[src/verilog/image_read_pkg.sv]
package image_read_pkg;

    localparam int mem_awidth   = 16;
    localparam int group_nb     = 4;
    localparam int img_width    = 16;
    localparam int bus_width    = group_nb * img_width;   // 64
    localparam int rd_latency   = 3;
    localparam int buf_depth    = 16;
    localparam int inflight_max = 8;   // scan to buffer pipeline depth

    // one-hot scan states
    localparam int st_idle   = 0;
    localparam int st_active = 1;
    localparam int st_paused = 2;
    localparam int st_num    = 3;

    typedef logic [31:0] dim_t;

    typedef struct packed {
        dim_t img_w;
        dim_t img_h;
        dim_t img_d;
        dim_t pad_l;
        dim_t pad_t;
        dim_t edge_l;      // first image column inside the padded area
        dim_t edge_r;      // last image column
        dim_t edge_t;
        dim_t edge_b;
        dim_t area_w_max;  // window origins stop at or above these
        dim_t area_h_max;
        dim_t conv_max;    // conv side minus one
        dim_t conv_step;
        dim_t plane;       // width times depth
    } geometry_t;

    typedef struct packed {
        logic valid;
        logic last;
        dim_t row;
        dim_t col;
        dim_t depth;
    } scan_pos_t;

    typedef struct packed {
        logic                  valid;
        logic [mem_awidth-1:0] addr;
    } rd_req_t;

    typedef struct packed {
        logic [bus_width-1:0] bus;
        logic                 last;
    } image_beat_t;

endpackage

[src/verilog/image_read_cfg_pkg.sv]
package image_read_cfg_pkg;

    localparam int cfg_dwidth = 32;
    localparam int cfg_awidth = 5;

    localparam int cfg_half_w = 16;   // depth, height and step fields
    localparam int cfg_byte_w = 8;    // padding and conv side fields

    // register map of the write port
    localparam logic [cfg_awidth-1:0] cfg_img_w  = 5'd0;
    localparam logic [cfg_awidth-1:0] cfg_img_dh = 5'd1;
    localparam logic [cfg_awidth-1:0] cfg_pad    = 5'd2;
    localparam logic [cfg_awidth-1:0] cfg_conv   = 5'd3;

    typedef struct packed {
        logic [cfg_half_w-1:0] img_d;
        logic [cfg_half_w-1:0] img_h;
    } cfg_dh_t;

    typedef struct packed {
        logic [cfg_byte_w-1:0] pad_l;
        logic [cfg_byte_w-1:0] pad_r;
        logic [cfg_byte_w-1:0] pad_t;
        logic [cfg_byte_w-1:0] pad_b;
    } cfg_pads_t;

    typedef struct packed {
        logic [cfg_byte_w-1:0] rsvd;        // ignored
        logic [cfg_byte_w-1:0] conv_side;
        logic [cfg_half_w-1:0] conv_step;
    } cfg_conv_t;

    // one data word, read differently depending on the register it lands in
    typedef union packed {
        logic [cfg_dwidth-1:0] img_w;
        cfg_dh_t               dh;
        cfg_pads_t             pad;
        cfg_conv_t             conv;
    } cfg_word_u;

    typedef struct packed {
        logic                  valid;
        logic [cfg_awidth-1:0] addr;
        cfg_word_u             data;
    } cfg_write_t;

endpackage
[src/verilog/image_read.sv]
`timescale 1ns/100ps

module image_read
    import image_read_cfg_pkg::*;
    import image_read_pkg::*;
(
    input  logic                 clk,
    input  logic                 rst,
    input  cfg_write_t           cfg_i,
    input  logic                 next_i,
    output logic                 next_rdy_o,
    output rd_req_t              rd_o,
    input  logic [bus_width-1:0] rd_data_i,
    output image_beat_t          image_o,
    output logic                 image_val_o,
    input  logic                 image_rdy_i
);

    geometry_t   geo;
    logic        geo_valid;
    logic        run_done;
    logic        hold;      // buffer short of room for a full pipeline
    scan_pos_t   pos;
    image_beat_t beat;
    logic        push;

    image_read_geometry i_geometry (
        .clk         (clk),
        .rst         (rst),
        .cfg_i       (cfg_i),
        .next_i      (next_i),
        .next_rdy_o  (next_rdy_o),
        .run_done_i  (run_done),
        .geo_o       (geo),
        .geo_valid_o (geo_valid)
    );

    image_read_scan i_scan (
        .clk         (clk),
        .rst         (rst),
        .geo_i       (geo),
        .geo_valid_i (geo_valid),
        .hold_i      (hold),
        .pos_o       (pos),
        .run_done_o  (run_done)
    );

    image_read_addr i_addr (
        .clk       (clk),
        .rst       (rst),
        .geo_i     (geo),
        .pos_i     (pos),
        .rd_o      (rd_o),
        .rd_data_i (rd_data_i),
        .beat_o    (beat),
        .push_o    (push)
    );

    image_read_buffer i_buffer (
        .clk         (clk),
        .rst         (rst),
        .beat_i      (beat),
        .push_i      (push),
        .hold_o      (hold),
        .image_o     (image_o),
        .image_val_o (image_val_o),
        .image_rdy_i (image_rdy_i)
    );

endmodule

[src/verilog/image_read_buffer.sv]
`timescale 1ns/100ps

module image_read_buffer
    import image_read_pkg::*;
(
    input  logic        clk,
    input  logic        rst,
    input  image_beat_t beat_i,
    input  logic        push_i,
    output logic        hold_o,
    output image_beat_t image_o,
    output logic        image_val_o,
    input  logic        image_rdy_i
);

    typedef logic [$clog2(buf_depth)-1:0]   ptr_t;
    typedef logic [$clog2(buf_depth+1)-1:0] count_t;

    image_beat_t mem_q [buf_depth];

    ptr_t   wr_ptr_q;
    ptr_t   rd_ptr_q;
    count_t count_q;
    count_t free_w;
    logic   pop;

    // room left after this cycle's push lands
    assign free_w = count_t'(buf_depth) - count_q - count_t'(push_i);
    assign hold_o = (free_w < count_t'(inflight_max));

    assign pop = (count_q != '0) & (~image_val_o | image_rdy_i);   // refill the output stage

    always_ff @(posedge clk) begin
        if (push_i) mem_q[wr_ptr_q] <= beat_i;
        if (pop)    image_o         <= mem_q[rd_ptr_q];
    end

    always_ff @(posedge clk) begin
        if (rst) begin
            wr_ptr_q    <= '0;
            rd_ptr_q    <= '0;
            count_q     <= '0;
            image_val_o <= 1'b0;
        end else begin
            if (push_i) wr_ptr_q <= wr_ptr_q + 1'b1;
            if (pop)    rd_ptr_q <= rd_ptr_q + 1'b1;
            case ({push_i, pop})
                2'b10:   count_q <= count_q + 1'b1;
                2'b01:   count_q <= count_q - 1'b1;
                default: count_q <= count_q;
            endcase
            if (~image_val_o | image_rdy_i) begin
                image_val_o <= (count_q != '0);
            end
        end
    end

    a_out_stable: assert property (@(posedge clk) disable iff (rst)
        image_val_o && !image_rdy_i |=> image_val_o && $stable(image_o))
        else $error("output beat changed while stalled");

    a_no_overflow: assert property (@(posedge clk) disable iff (rst)
        push_i |-> count_q < count_t'(buf_depth))
        else $error("push into a full buffer");

endmodule

[src/verilog/image_read_addr.sv]
`timescale 1ns/100ps

module image_read_addr
    import image_read_pkg::*;
(
    input  logic                 clk,
    input  logic                 rst,
    input  geometry_t            geo_i,
    input  scan_pos_t            pos_i,
    output rd_req_t              rd_o,
    input  logic [bus_width-1:0] rd_data_i,
    output image_beat_t          beat_o,
    output logic                 push_o
);

    dim_t row_1p;      // row and column inside the unpadded image
    dim_t col_1p;
    dim_t dpt_1p;
    dim_t prod_h_2p;
    dim_t prod_w_2p;
    dim_t dpt_2p;
    dim_t sum_hw_3p;
    dim_t dpt_3p;
    dim_t addr_4p;

    logic val_1p;
    logic val_2p;
    logic val_3p;
    logic val_4p;
    logic last_1p;
    logic last_2p;
    logic last_3p;
    logic last_4p;
    logic pad_1p;
    logic pad_2p;
    logic pad_3p;
    logic pad_4p;

    // flags waiting for the memory to answer
    logic [rd_latency-1:0] val_p;
    logic [rd_latency-1:0] last_p;
    logic [rd_latency-1:0] pad_p;

    always_ff @(posedge clk) begin
        row_1p  <= pos_i.row - geo_i.pad_t;
        col_1p  <= pos_i.col - geo_i.pad_l;
        dpt_1p  <= pos_i.depth;
        last_1p <= pos_i.last;
        pad_1p  <= (pos_i.col < geo_i.edge_l) | (pos_i.col > geo_i.edge_r)
                 | (pos_i.row < geo_i.edge_t) | (pos_i.row > geo_i.edge_b);

        prod_h_2p <= row_1p * geo_i.plane;
        prod_w_2p <= col_1p * geo_i.img_d;
        dpt_2p    <= dpt_1p;
        last_2p   <= last_1p;
        pad_2p    <= pad_1p;

        sum_hw_3p <= prod_h_2p + prod_w_2p;
        dpt_3p    <= dpt_2p;
        last_3p   <= last_2p;
        pad_3p    <= pad_2p;

        addr_4p <= sum_hw_3p + dpt_3p;
        last_4p <= last_3p;
        pad_4p  <= pad_3p;

        last_p <= {last_p[rd_latency-2:0], last_4p};
        pad_p  <= {pad_p[rd_latency-2:0], pad_4p};
    end

    always_ff @(posedge clk) begin
        if (rst) begin
            val_1p <= 1'b0;
            val_2p <= 1'b0;
            val_3p <= 1'b0;
            val_4p <= 1'b0;
            val_p  <= '0;
            push_o <= 1'b0;
        end else begin
            val_1p <= pos_i.valid;
            val_2p <= val_1p;
            val_3p <= val_2p;
            val_4p <= val_3p;
            val_p  <= {val_p[rd_latency-2:0], val_4p};
            push_o <= val_p[rd_latency-1];
        end
    end

    // padding pixels skip the memory
    assign rd_o = '{valid: val_4p & ~pad_4p, addr: addr_4p[mem_awidth-1:0]};

    always_ff @(posedge clk) begin
        beat_o.bus  <= pad_p[rd_latency-1] ? '0 : rd_data_i;
        beat_o.last <= last_p[rd_latency-1];
    end

    a_addr_range: assert property (@(posedge clk) disable iff (rst)
        rd_o.valid |-> addr_4p < (dim_t'(1) << mem_awidth))
        else $error("read address 0x%0h outside image memory", addr_4p);

endmodule

[src/verilog/image_read_scan.sv]
`timescale 1ns/100ps

module image_read_scan
    import image_read_pkg::*;
(
    input  logic      clk,
    input  logic      rst,
    input  geometry_t geo_i,
    input  logic      geo_valid_i,
    input  logic      hold_i,
    output scan_pos_t pos_o,
    output logic      run_done_o
);

    logic [st_num-1:0] state_q;
    logic [st_num-1:0] state_nx;

    dim_t area_h_cnt_q;   // window origin row
    dim_t area_w_cnt_q;   // window origin column
    dim_t conv_h_cnt_q;   // offsets inside the window
    dim_t conv_w_cnt_q;
    dim_t conv_d_cnt_q;

    logic area_h_last;
    logic area_w_last;
    logic conv_h_last;
    logic conv_w_last;
    logic conv_d_last;
    logic pos_last;
    logic emit;

    assign area_h_last = (area_h_cnt_q >= geo_i.area_h_max);
    assign area_w_last = (area_w_cnt_q >= geo_i.area_w_max);
    assign conv_h_last = (conv_h_cnt_q >= geo_i.conv_max);
    assign conv_w_last = (conv_w_cnt_q >= geo_i.conv_max);
    assign conv_d_last = (conv_d_cnt_q >= geo_i.img_d - 1'b1);

    assign pos_last = area_h_last & area_w_last & conv_h_last & conv_w_last & conv_d_last;

    // the buffer only asks for a pause when it cannot take a full pipeline
    assign emit = state_q[st_active] & ~hold_i;

    always_ff @(posedge clk) begin
        if (rst) begin
            state_q          <= '0;
            state_q[st_idle] <= 1'b1;
        end else begin
            state_q <= state_nx;
        end
    end

    always_comb begin
        state_nx = '0;
        case (1'b1)
            state_q[st_idle]: begin
                if (geo_valid_i) state_nx[st_active] = 1'b1;
                else             state_nx[st_idle]   = 1'b1;
            end
            state_q[st_active]: begin
                if (emit && pos_last) state_nx[st_idle]   = 1'b1;
                else if (hold_i)      state_nx[st_paused] = 1'b1;
                else                  state_nx[st_active] = 1'b1;
            end
            state_q[st_paused]: begin
                if (!hold_i) state_nx[st_active] = 1'b1;
                else         state_nx[st_paused] = 1'b1;
            end
            default: begin
                state_nx[st_idle] = 1'b1;
            end
        endcase
    end

    // depth runs fastest, then conv column, conv row, origin column, origin row
    always_ff @(posedge clk) begin
        if (rst || state_q[st_idle]) begin
            area_h_cnt_q <= '0;
            area_w_cnt_q <= '0;
            conv_h_cnt_q <= '0;
            conv_w_cnt_q <= '0;
            conv_d_cnt_q <= '0;
        end else if (emit) begin
            conv_d_cnt_q <= conv_d_cnt_q + 1'b1;
            if (conv_d_last) begin
                conv_d_cnt_q <= '0;
                conv_w_cnt_q <= conv_w_cnt_q + 1'b1;
                if (conv_w_last) begin
                    conv_w_cnt_q <= '0;
                    conv_h_cnt_q <= conv_h_cnt_q + 1'b1;
                    if (conv_h_last) begin
                        conv_h_cnt_q <= '0;
                        area_w_cnt_q <= area_w_cnt_q + geo_i.conv_step;
                        if (area_w_last) begin
                            area_w_cnt_q <= '0;
                            area_h_cnt_q <= area_h_cnt_q + geo_i.conv_step;
                            if (area_h_last) begin
                                area_h_cnt_q <= '0;
                            end
                        end
                    end
                end
            end
        end
    end

    always_comb begin
        pos_o.valid = emit;
        pos_o.last  = emit & pos_last;
        pos_o.row   = area_h_cnt_q + conv_h_cnt_q;
        pos_o.col   = area_w_cnt_q + conv_w_cnt_q;
        pos_o.depth = conv_d_cnt_q;
    end

    assign run_done_o = emit & pos_last;

endmodule

[src/verilog/image_read_geometry.sv]
`timescale 1ns/100ps

module image_read_geometry
    import image_read_cfg_pkg::*;
    import image_read_pkg::*;
(
    input  logic       clk,
    input  logic       rst,
    input  cfg_write_t cfg_i,
    input  logic       next_i,
    output logic       next_rdy_o,
    input  logic       run_done_i,
    output geometry_t  geo_o,
    output logic       geo_valid_o
);

    cfg_word_u reg_img_w_q;
    cfg_word_u reg_dh_q;
    cfg_word_u reg_pad_q;
    cfg_word_u reg_conv_q;

    logic start;
    logic rst_q;
    logic run_active_q;
    logic start_1p;
    logic start_2p;

    dim_t img_w_1p;
    dim_t img_h_1p;
    dim_t img_d_1p;
    dim_t pad_l_1p;
    dim_t pad_r_1p;
    dim_t pad_t_1p;
    dim_t pad_b_1p;
    dim_t conv_side_1p;
    dim_t conv_step_1p;
    dim_t area_w_2p;   // padded area
    dim_t area_h_2p;

    assign start = next_i & next_rdy_o;

    always_ff @(posedge clk) begin
        if (cfg_i.valid && cfg_i.addr == cfg_img_w) reg_img_w_q <= cfg_i.data;
        if (cfg_i.valid && cfg_i.addr == cfg_img_dh) reg_dh_q <= cfg_i.data;
        if (cfg_i.valid && cfg_i.addr == cfg_pad) reg_pad_q <= cfg_i.data;
        if (cfg_i.valid && cfg_i.addr == cfg_conv) reg_conv_q <= cfg_i.data;
    end

    always_ff @(posedge clk) begin
        rst_q <= rst;
        if (rst) begin
            next_rdy_o   <= 1'b0;
            run_active_q <= 1'b0;
            start_1p     <= 1'b0;
            start_2p     <= 1'b0;
            geo_valid_o  <= 1'b0;
        end else begin
            start_1p    <= start;
            start_2p    <= start_1p;
            geo_valid_o <= start_2p;
            if (rst_q || run_done_i) begin
                next_rdy_o <= 1'b1;     // ready again once the scan finishes
            end else if (start) begin
                next_rdy_o <= 1'b0;
            end
            if (start) begin
                run_active_q <= 1'b1;
            end else if (run_done_i) begin
                run_active_q <= 1'b0;
            end
        end
    end

    // sizes are stored minus one, padding is stored as is
    always_ff @(posedge clk) begin
        if (start) begin
            img_w_1p     <= reg_img_w_q.img_w + 1'b1;
            img_h_1p     <= dim_t'(reg_dh_q.dh.img_h) + 1'b1;
            img_d_1p     <= dim_t'(reg_dh_q.dh.img_d) + 1'b1;
            pad_l_1p     <= dim_t'(reg_pad_q.pad.pad_l);
            pad_r_1p     <= dim_t'(reg_pad_q.pad.pad_r);
            pad_t_1p     <= dim_t'(reg_pad_q.pad.pad_t);
            pad_b_1p     <= dim_t'(reg_pad_q.pad.pad_b);
            conv_side_1p <= dim_t'(reg_conv_q.conv.conv_side) + 1'b1;
            conv_step_1p <= dim_t'(reg_conv_q.conv.conv_step) + 1'b1;
        end
    end

    always_ff @(posedge clk) begin
        area_w_2p        <= pad_l_1p + img_w_1p + pad_r_1p;
        area_h_2p        <= pad_t_1p + img_h_1p + pad_b_1p;
        geo_o.img_w      <= img_w_1p;
        geo_o.img_h      <= img_h_1p;
        geo_o.img_d      <= img_d_1p;
        geo_o.pad_l      <= pad_l_1p;
        geo_o.pad_t      <= pad_t_1p;
        geo_o.edge_l     <= pad_l_1p;
        geo_o.edge_r     <= pad_l_1p + img_w_1p - 1'b1;
        geo_o.edge_t     <= pad_t_1p;
        geo_o.edge_b     <= pad_t_1p + img_h_1p - 1'b1;
        geo_o.conv_max   <= conv_side_1p - 1'b1;
        geo_o.conv_step  <= conv_step_1p;
        geo_o.plane      <= img_w_1p * img_d_1p;
        // third stage, needs the padded area from the cycle before
        geo_o.area_w_max <= area_w_2p - conv_side_1p;
        geo_o.area_h_max <= area_h_2p - conv_side_1p;
    end

    a_start_idle: assert property (@(posedge clk) disable iff (rst)
        start |-> !run_active_q)
        else $error("start taken while a scan is still running");

endmodule

[config.mk]
export PLATFORM = sky130hd
export DESIGN_NAME = image_read
export DESIGN_NICKNAME = d
export VERILOG_FILES = /design/src/verilog/image_read_pkg.sv /design/src/verilog/image_read_cfg_pkg.sv /design/src/verilog/image_read.sv /design/src/verilog/image_read_buffer.sv /design/src/verilog/image_read_addr.sv /design/src/verilog/image_read_scan.sv /design/src/verilog/image_read_geometry.sv
export SDC_FILE = /design/constraint.sdc
export NUM_CORES = 2
export LEC_CHECK = 0
export ABC_AREA = 1
export BUFFER_PORTS_ARGS = -buffer_cell sky130_fd_sc_hd__buf_2
export CORE_ASPECT_RATIO = 1.4
export CORE_MARGIN = 2
export CORE_UTILIZATION = 50
export CTS_CLUSTER_SIZE = 25
export DETAILED_ROUTE_END_ITERATION = 10
export PLACE_DENSITY = 0.69
export SYNTH_ARGS = -nofsm -noshare
export SYNTH_HDL_FRONTEND = slang
export SYNTH_SLANG_ARGS = --single-unit
export TNS_END_PERCENT = 10
[constraint.sdc]
create_clock -name clk -period 8.36 [get_ports clk]
set_input_delay 1.672 -clock clk [delete_from_list [all_inputs] [get_ports clk]]
set_output_delay 1.672 -clock clk [all_outputs]
set_load 0.02 [all_outputs]
# Word level (Yosys, flattened, before mapping)
# Memories as Yosys holds them, arrays and structs flattened. A register that Yosys moved wholly into a read port is not among the register bits.
# Index checks and enable logic that the tools add are counted.
dict set report totals {
  mem_bits_rw 1040
  output_inout_bits 84
  mem_count 1
  regBits 1093
  in_bits 106
}
dict set report classes {
  n_reduce_logical 16
  n_addsub 32
  n_bitwise 16
  mux 24
  mul 3
  n_lt_le_gt_ge 10
  eq_ne 5
}
# name depth width rd rd_clocked_by_memory_dff write_ports line
set memory_table {}
lappend memory_table {i_buffer.mem_q 16 65 1 1 1 image_read_buffer.sv:19} ;# image_beat_t mem_q [buf_depth];
# cell n
set op_table {}
lappend op_table {{$ge 32x32->1} 5}
lappend op_table {{$mux 32} 5}
lappend op_table {{$add 32x1->32 const B} 4}
lappend op_table {{$add 32x32->32} 4}
lappend op_table {{$sub 32x1->32 const B} 4}
lappend op_table {{$add 32x8->32} 2}
lappend op_table {{$add 8x32->32} 2}
lappend op_table {{$gt 32x32->1} 2}
lappend op_table {{$lt 32x8->1} 2}
lappend op_table {{$mul 32x32->16} 2}
lappend op_table {{$sub 32x32->32} 2}
lappend op_table {{$sub 32x8->32} 2}
lappend op_table {{$add 16x1->17 const B} 3}
lappend op_table {{$add 16x16->16} 2}
lappend op_table {{$mul 32x32->32} 1}
lappend op_table {{$mux 1} 17}
lappend op_table {{$eq 5x2->1 const B} 2}
lappend op_table {{$pmux 5 s2} 1}
lappend op_table {{$add 8x1->9 const B} 1}
lappend op_table {{$and 1x1->1} 9}
lappend op_table {{$add 4x1->4 const B} 2}
lappend op_table {{$add 5x1->5 const B} 1}
lappend op_table {{$eq 5x1->1 const B} 1}
lappend op_table {{$logic_and 1x1->1} 5}
lappend op_table {{other kinds (18)} 25}

# Depth between registers and ports, before layout
dict set report logic_depth {
  word_depth 9
  mapped_depth 30
  ltp_nobuf 27
}

# By module
# Synthesis repeated with hierarchy kept, for this count alone.
dict set report unflattened {
  cells_unflattened 13994
  area_unflattened_um2 122179.7
}
# module seq_area_each_um2 cells_per_inst instances area_each_um2
set by_module_without_submodules {}
lappend by_module_without_submodules {image_read_buffer 33462.1 4125 1 45673.8}
lappend by_module_without_submodules {image_read_geometry 13973.4 4024 1 36704.0}
lappend by_module_without_submodules {image_read_addr 4624.4 2673 1 20065.5}
lappend by_module_without_submodules {image_read_scan 3263.1 3172 1 19736.4}

# Worst setup path before layout
# No wires, ideal clock.
dict set report synth_timing {
  path_type {input -> register}
  startpoint {input port image_rdy_i}
  endpoint {register i_buffer.count_q[4]}
  setup_slack_ns 1.327
  arrival_ns 6.964
  path_stages 12
  setup_time_ns 0.070
  n_path_buf 0
  path_cell_list {nor2_1 -> a31oi_1 -> ha_1 -> inv_1 -> fa_1 -> inv_1 -> a31oi_1 -> inv_1 -> nor2_1 -> nor3_1 -> o21ai_0 -> a21oi_1}
}
dict set report synth_between {
  elab_chain_cells 4
  word_cells_on_any_way 6
}
# element line
set synth_rtl {}
lappend synth_rtl {{from (decl)} image_read.sv:16} ;# input logic image_rdy_i
lappend synth_rtl {{$or 1x1->1 *} image_read_buffer.sv:31} ;# assign pop = (count_q != '0) & (~image_val_o | image_rdy_i);
lappend synth_rtl {{$and 1x1->1 *} image_read_buffer.sv:31}
lappend synth_rtl {{net i_buffer.pop} image_read_buffer.sv:25} ;# logic pop;
lappend synth_rtl {{$eq 2x1->1 / $eq 2x2->1 (equally long branches)} image_read_buffer.sv:47} ;# case ({push_i, pop})
lappend synth_rtl {{$pmux 5 s2 / $reduce_bool 2->1 (equally long branches)} --}
lappend synth_rtl {{to (signal assigned)} image_read_buffer.sv:48} ;# 2'b10: count_q <= count_q + 1'b1;
lappend synth_rtl {{to (signal assigned)} image_read_buffer.sv:49} ;# 2'b01: count_q <= count_q - 1'b1;
lappend synth_rtl {{to (signal assigned)} image_read_buffer.sv:50} ;# default: count_q <= count_q;
lappend synth_rtl {{to (decl)} image_read_buffer.sv:23} ;# count_t count_q;
# Mark *: on every way through the listed nets, which the timed path passes. The rest lies on a longest branch.
# A chain may end at the register's enable or synchronous reset.

# Final worst setup path
dict set report layout_timing {
  startpoint {register i_geometry.img_w_1p[5]}
  endpoint {register i_geometry.geo_o[14] (netlist bit)}
}
dict set report layout_between {
  elab_chain_cells 1
}
# element line
set layout_rtl {}
lappend layout_rtl {{from (decl)} image_read_geometry.sv:28} ;# dim_t img_w_1p;
lappend layout_rtl {{from (signal assigned)} image_read_geometry.sv:77} ;# img_w_1p <= reg_img_w_q.img_w + 1'b1;
lappend layout_rtl {{$mul 32x32->32} image_read_geometry.sv:103} ;# geo_o.plane <= img_w_1p * img_d_1p;
lappend layout_rtl {{to (decl)} image_read_geometry.sv:13} ;# output geometry_t geo_o,
# Every way passes these cells.

==> results.ini <==
[logic_synthesis]
synth.ff_latch_count = 2024
yosysSeqAreaShare_pct = 51.5
ys_top_cells_by_area = edfxtp_1 39%, dfxtp_1 13%, nand2_1 7.3%
synth_top_area_share_pct = 38.7
synth_cell_types = 65
netlist_instances = 10989
synth.net_count = 11946
yosys.area.top_type = edfxtp_1
syn_area_per_cell_um2 = 9.54
synthFlopType = edfxtp_1
yosys_warnings = 0
synth_edf_count = 1349
syn-cell-area_mm2 = 0.105
async_reset_ff_share_pct = 0

[floorplan]
io_pins = 190
start_util_pct = 50.4
rows = 198
die_h_um = 546
die_w_um = 391
die_area_mm2 = 0.213
core_area_mm2 = 0.208

[drt]
via_per_inst = 5.61
drtAntennaViolNets = 0
vias = 78334
route.detailed.drc = 0
drtPass1Iterations = 7
postRouteWirelength_mm = 299
wl_per_cell_um = 21.4
drtIter0Drc = 5901

[worst_setup_path]
crit_fanout = 12
cp-start-kind = flip-flop
arrival_ns = 7.04
end_kind = flip-flop
setup.worst_path.start = i_geometry.img_w_1p[5]
slowest_stage = edfxtp_1
reg2reg_from = i_geometry.img_w_1p[5]
cp_common_cell = fa_1
required_ns = 9.10
critical_path_class = flip-flop to flip-flop
slowest_delay_ns = 0.63

[layout]
layout-drive-gt1-share_pct = 6.35
fill_cells = 18118
nNetsFinal = 12046
layoutNonFillerInstCount = 13974
area_growth_pct = 9.96

[power_and_ir_drop]
irDropWorstVdd_mv = 0.418
p_leak_nw = 48.7
p_comb_share_pct = 33.2
power_switching_w = 0.0110
p_sw_share_pct = 34.8
pwr-share-clk_pct = 29.6
seq_power_share_pct = 37.1
p_per_area_mw_per_mm2 = 273
p_int_w = 0.0205

[sta]
skew_ns = 0.0816
setup_viol = 0
period_minus_slack_ns = 6.30
setup_tns_ns = 0
rsz0062_at_grt = no
max_freq_mhz = 159
final_hold_viol_count = 0
period_share_pct = 75.4
slew_headroom_pct = 19.5
drv_slew = 0
worstMarginPinSlew_ns = 1.21

[run_status]
outcome = completed

[place]
hpwl_mm = 204
gp_congestion = 0.964
dp.cells = 13587
io_buffers = 189

[global_route]
grt_pass1_vias = 78579
grt_max_degree = 215
overflow = 0
track_usage_pct = 27.7
grt_pass1_wl_mm = 454
antenna_found_initial = 22

[clock_network]
cts_tree = built
clk_path_buf_depth = 4
postCtsSetupRepairBufs = 0
hold_buffers = 0
post_cts_resized = 0
cts.sinks = 2024
clkSlewWorstSetupHoldPaths_ns = 0.07
ctsHtreeMaxLevel = 4
clock_latency_ns = 0.88
cts-root-buf = clkbuf_16
cts-buffers-inserted = 200

[min_path]
hp-class = flip-flop to flip-flop
hold_path.startpoint = i_addr.dpt_2p[2]

[job]
maxCapViolations = 0

==> layer usage <==
metal / track usage [%] / vias up / routed length, um
li1: - / 36963 / -
met1: 32.0 / 37822 / 111000
met2: 49.7 / 2737 / 153000
met3: 3.41 / 806 / 18100
met4: 14.9 / 6 / 17400
met5: 0 / - / 42
==> through the flow <==
step | hold WS [ns] | utilization [%] | instance area [um^2] | power (W) | setup slack [ns]
6_report | 0.323 | 55.4 | 115000 | 0.0315 | 2.06
5_1_grt | 0.316 | 55.4 | 115000 | 0.0335 | 1.67
4_1_cts | 0.316 | 55.3 | 115000 | 0.0317 | 2.05
3_5_place_dp | 0.312 | 52.1 | 108000 | 0.0224 | 2.07
3_3_place_gp | 0.310 | 52.1 | 108000 | 0.0221 | 1.95
2_1_floorplan | 0.310 | - | 105000 | 0.0196 | 1.33
==> final cells by class <==
| class | instances | area [um^2] | share of cell area, % |
|---|---|---|---|
| Tap cell | 2700 | 3380 | 2.93 |
| Multi-Input combinational cell | 7141 | 44000 | 38.2 |
| Clock inverter | 112 | 1280 | 1.12 |
| Sequential cell | 2024 | 54000 | 46.9 |
| Clock buffer | 253 | 5450 | 4.73 |
| Timing Repair Buffer | 254 | 1470 | 1.28 |
| Inverter | 1468 | 5530 | 4.80 |
| Antenna cell | 22 | 55.1 | 0.0478 |
==> worst max-delay path: cells and delay by family, from the launching register on <==
family                     cells  cell delay [ns]
AOI/OAI and AO/OA              5             0.73
buffers and inverters          5             0.27
xor gates and xnor gates       1             0.13
DFF                            1             0.63
and+or+nand+nor                5             0.43
adders and majority gates      9             4.02
==> registers in the layout (all words and copies together), names as in the netlist, 17 cells and up <==
signal and flops:
i_addr.beat_o 65, i_buffer.image_o 65, i_buffer.mem_q 1040, i_geometry.area_h_2p 19, i_geometry.area_w_2p 32, i_geometry.conv_step_1p 17, i_geometry.geo_o 211, i_geometry.img_d_1p 17
i_geometry.img_h_1p 17, i_geometry.img_w_1p 32, i_geometry.reg_conv_q 24, i_geometry.reg_dh_q 32, i_geometry.reg_img_w_q 32, i_geometry.reg_pad_q 32, i_scan.area_h_cnt_q 32, i_scan.area_w_cnt_q 32
i_scan.conv_d_cnt_q 32, i_scan.conv_h_cnt_q 32, i_scan.conv_w_cnt_q 32
==> power groups by stage <==
| stage | clock (W) | sequential, W | combinational (W) |
|---|---|---|---|
| 6_report | 0.00932 | 0.0117 | 0.0105 |
| 5_1_grt | 0.00981 | 0.0117 | 0.0120 |
| 4_1_cts | 0.00943 | 0.0117 | 0.0106 |
| 3_5_place_dp | 0 | 0.0119 | 0.0105 |
| 3_3_place_gp | 0 | 0.0119 | 0.0102 |
| 2_1_floorplan | 0 | 0.0119 | 0.00763 |
==> cell usage in the layout, fill, tap and decap left out, types with 12 or more instances in the layout <==
| cell type | synthesis | final |
|---|---|---|
| nand3_2 | 14 | 14 |
| clkinvlp_4 | 0 | 12 |
| clkinv_1 | 2 | 21 |
| xor2_1 | 336 | 336 |
| dfxtp_1 | 675 | 670 |
| o21a_1 | 20 | 20 |
| o21ai_0 | 679 | 679 |
| o211ai_1 | 44 | 44 |
| inv_2 | 16 | 15 |
| buf_2 | 34 | 189 |
| nor3_1 | 176 | 174 |
| o21bai_1 | 18 | 18 |
| fa_1 | 254 | 254 |
| nor4_1 | 47 | 45 |
| edfxtp_1 | 1349 | 1349 |
| nor2_1 | 1240 | 1223 |
| o21ai_1 | 20 | 20 |
| clkinv_2 | 0 | 30 |
| nand3_1 | 460 | 460 |
| ha_1 | 597 | 597 |
| bufinv_16 | 0 | 23 |
| buf_4 | 3 | 62 |
| diode_2 | 0 | 22 |
| nand2_1 | 2025 | 2025 |
| nor2_2 | 17 | 17 |
| inv_1 | 1449 | 1446 |
| clkbuf_1 | 300 | 32 |
| nor2_4 | 5 | 22 |
| clkbuf_16 | 0 | 203 |
| nand3b_1 | 27 | 27 |
| nand4_1 | 152 | 152 |
| or2_2 | 17 | 17 |
| clkbuf_8 | 0 | 18 |
| a21o_1 | 16 | 16 |
| xnor2_1 | 165 | 165 |
| nand2_2 | 15 | 15 |
| a21oi_1 | 433 | 433 |
| o22ai_1 | 37 | 37 |
| o221ai_1 | 227 | 227 |
==> path summary, 6_finish.rpt <==
path | cells past startpoint | slack, ns | to
setup / recovery | 25 | 2.06 | i_geometry.geo_o[14]
hold / removal | 0 | 0.32 | i_addr.dpt_3p[2]
setup reg to reg | 25 | 2.06 | i_geometry.geo_o[14]
hold reg to reg | 0 | 0.32 | i_addr.dpt_3p[2]
==> synthesized netlist by cell type, types with 15 or more instances <==
| master | instances |
|---|---|
| inv_1 | 1449 |
| ha_1 | 597 |
| nand2_1 | 2025 |
| xor2_1 | 336 |
| o21ai_1 | 20 |
| o21bai_1 | 18 |
| clkbuf_1 | 300 |
| o211ai_1 | 44 |
| o21a_1 | 20 |
| nand4_1 | 152 |
| xnor2_1 | 165 |
| nand2_2 | 15 |
| nor2_2 | 17 |
| a21oi_1 | 433 |
| nor3_1 | 176 |
| or2_2 | 17 |
| nor4_1 | 47 |
| a21o_1 | 16 |
| nand3b_1 | 27 |
| nor2_1 | 1240 |
| o221ai_1 | 227 |
| buf_2 | 34 |
| buf_1 | 17 |
| fa_1 | 254 |
| inv_2 | 16 |
| o22ai_1 | 37 |
| edfxtp_1 | 1349 |
| o21ai_0 | 679 |
| dfxtp_1 | 675 |
| nand3_1 | 460 |
==> kinds of logic (layout without fill, tap and decap cells) <==
group	after synthesis	count (layout)	share of synthesized area [%]
DFF	2024	2024	51.5
adders and majority gates	851	851	12.0
and+or+nand+nor	4247	4247	17.0
xor gates and xnor gates	508	508	4.30
buffers and inverters	1824	2087	6.60
AOI/OAI and AO/OA	1534	1534	8.52
other	1	23	0.00358
(Power assumes the default switching activity.)
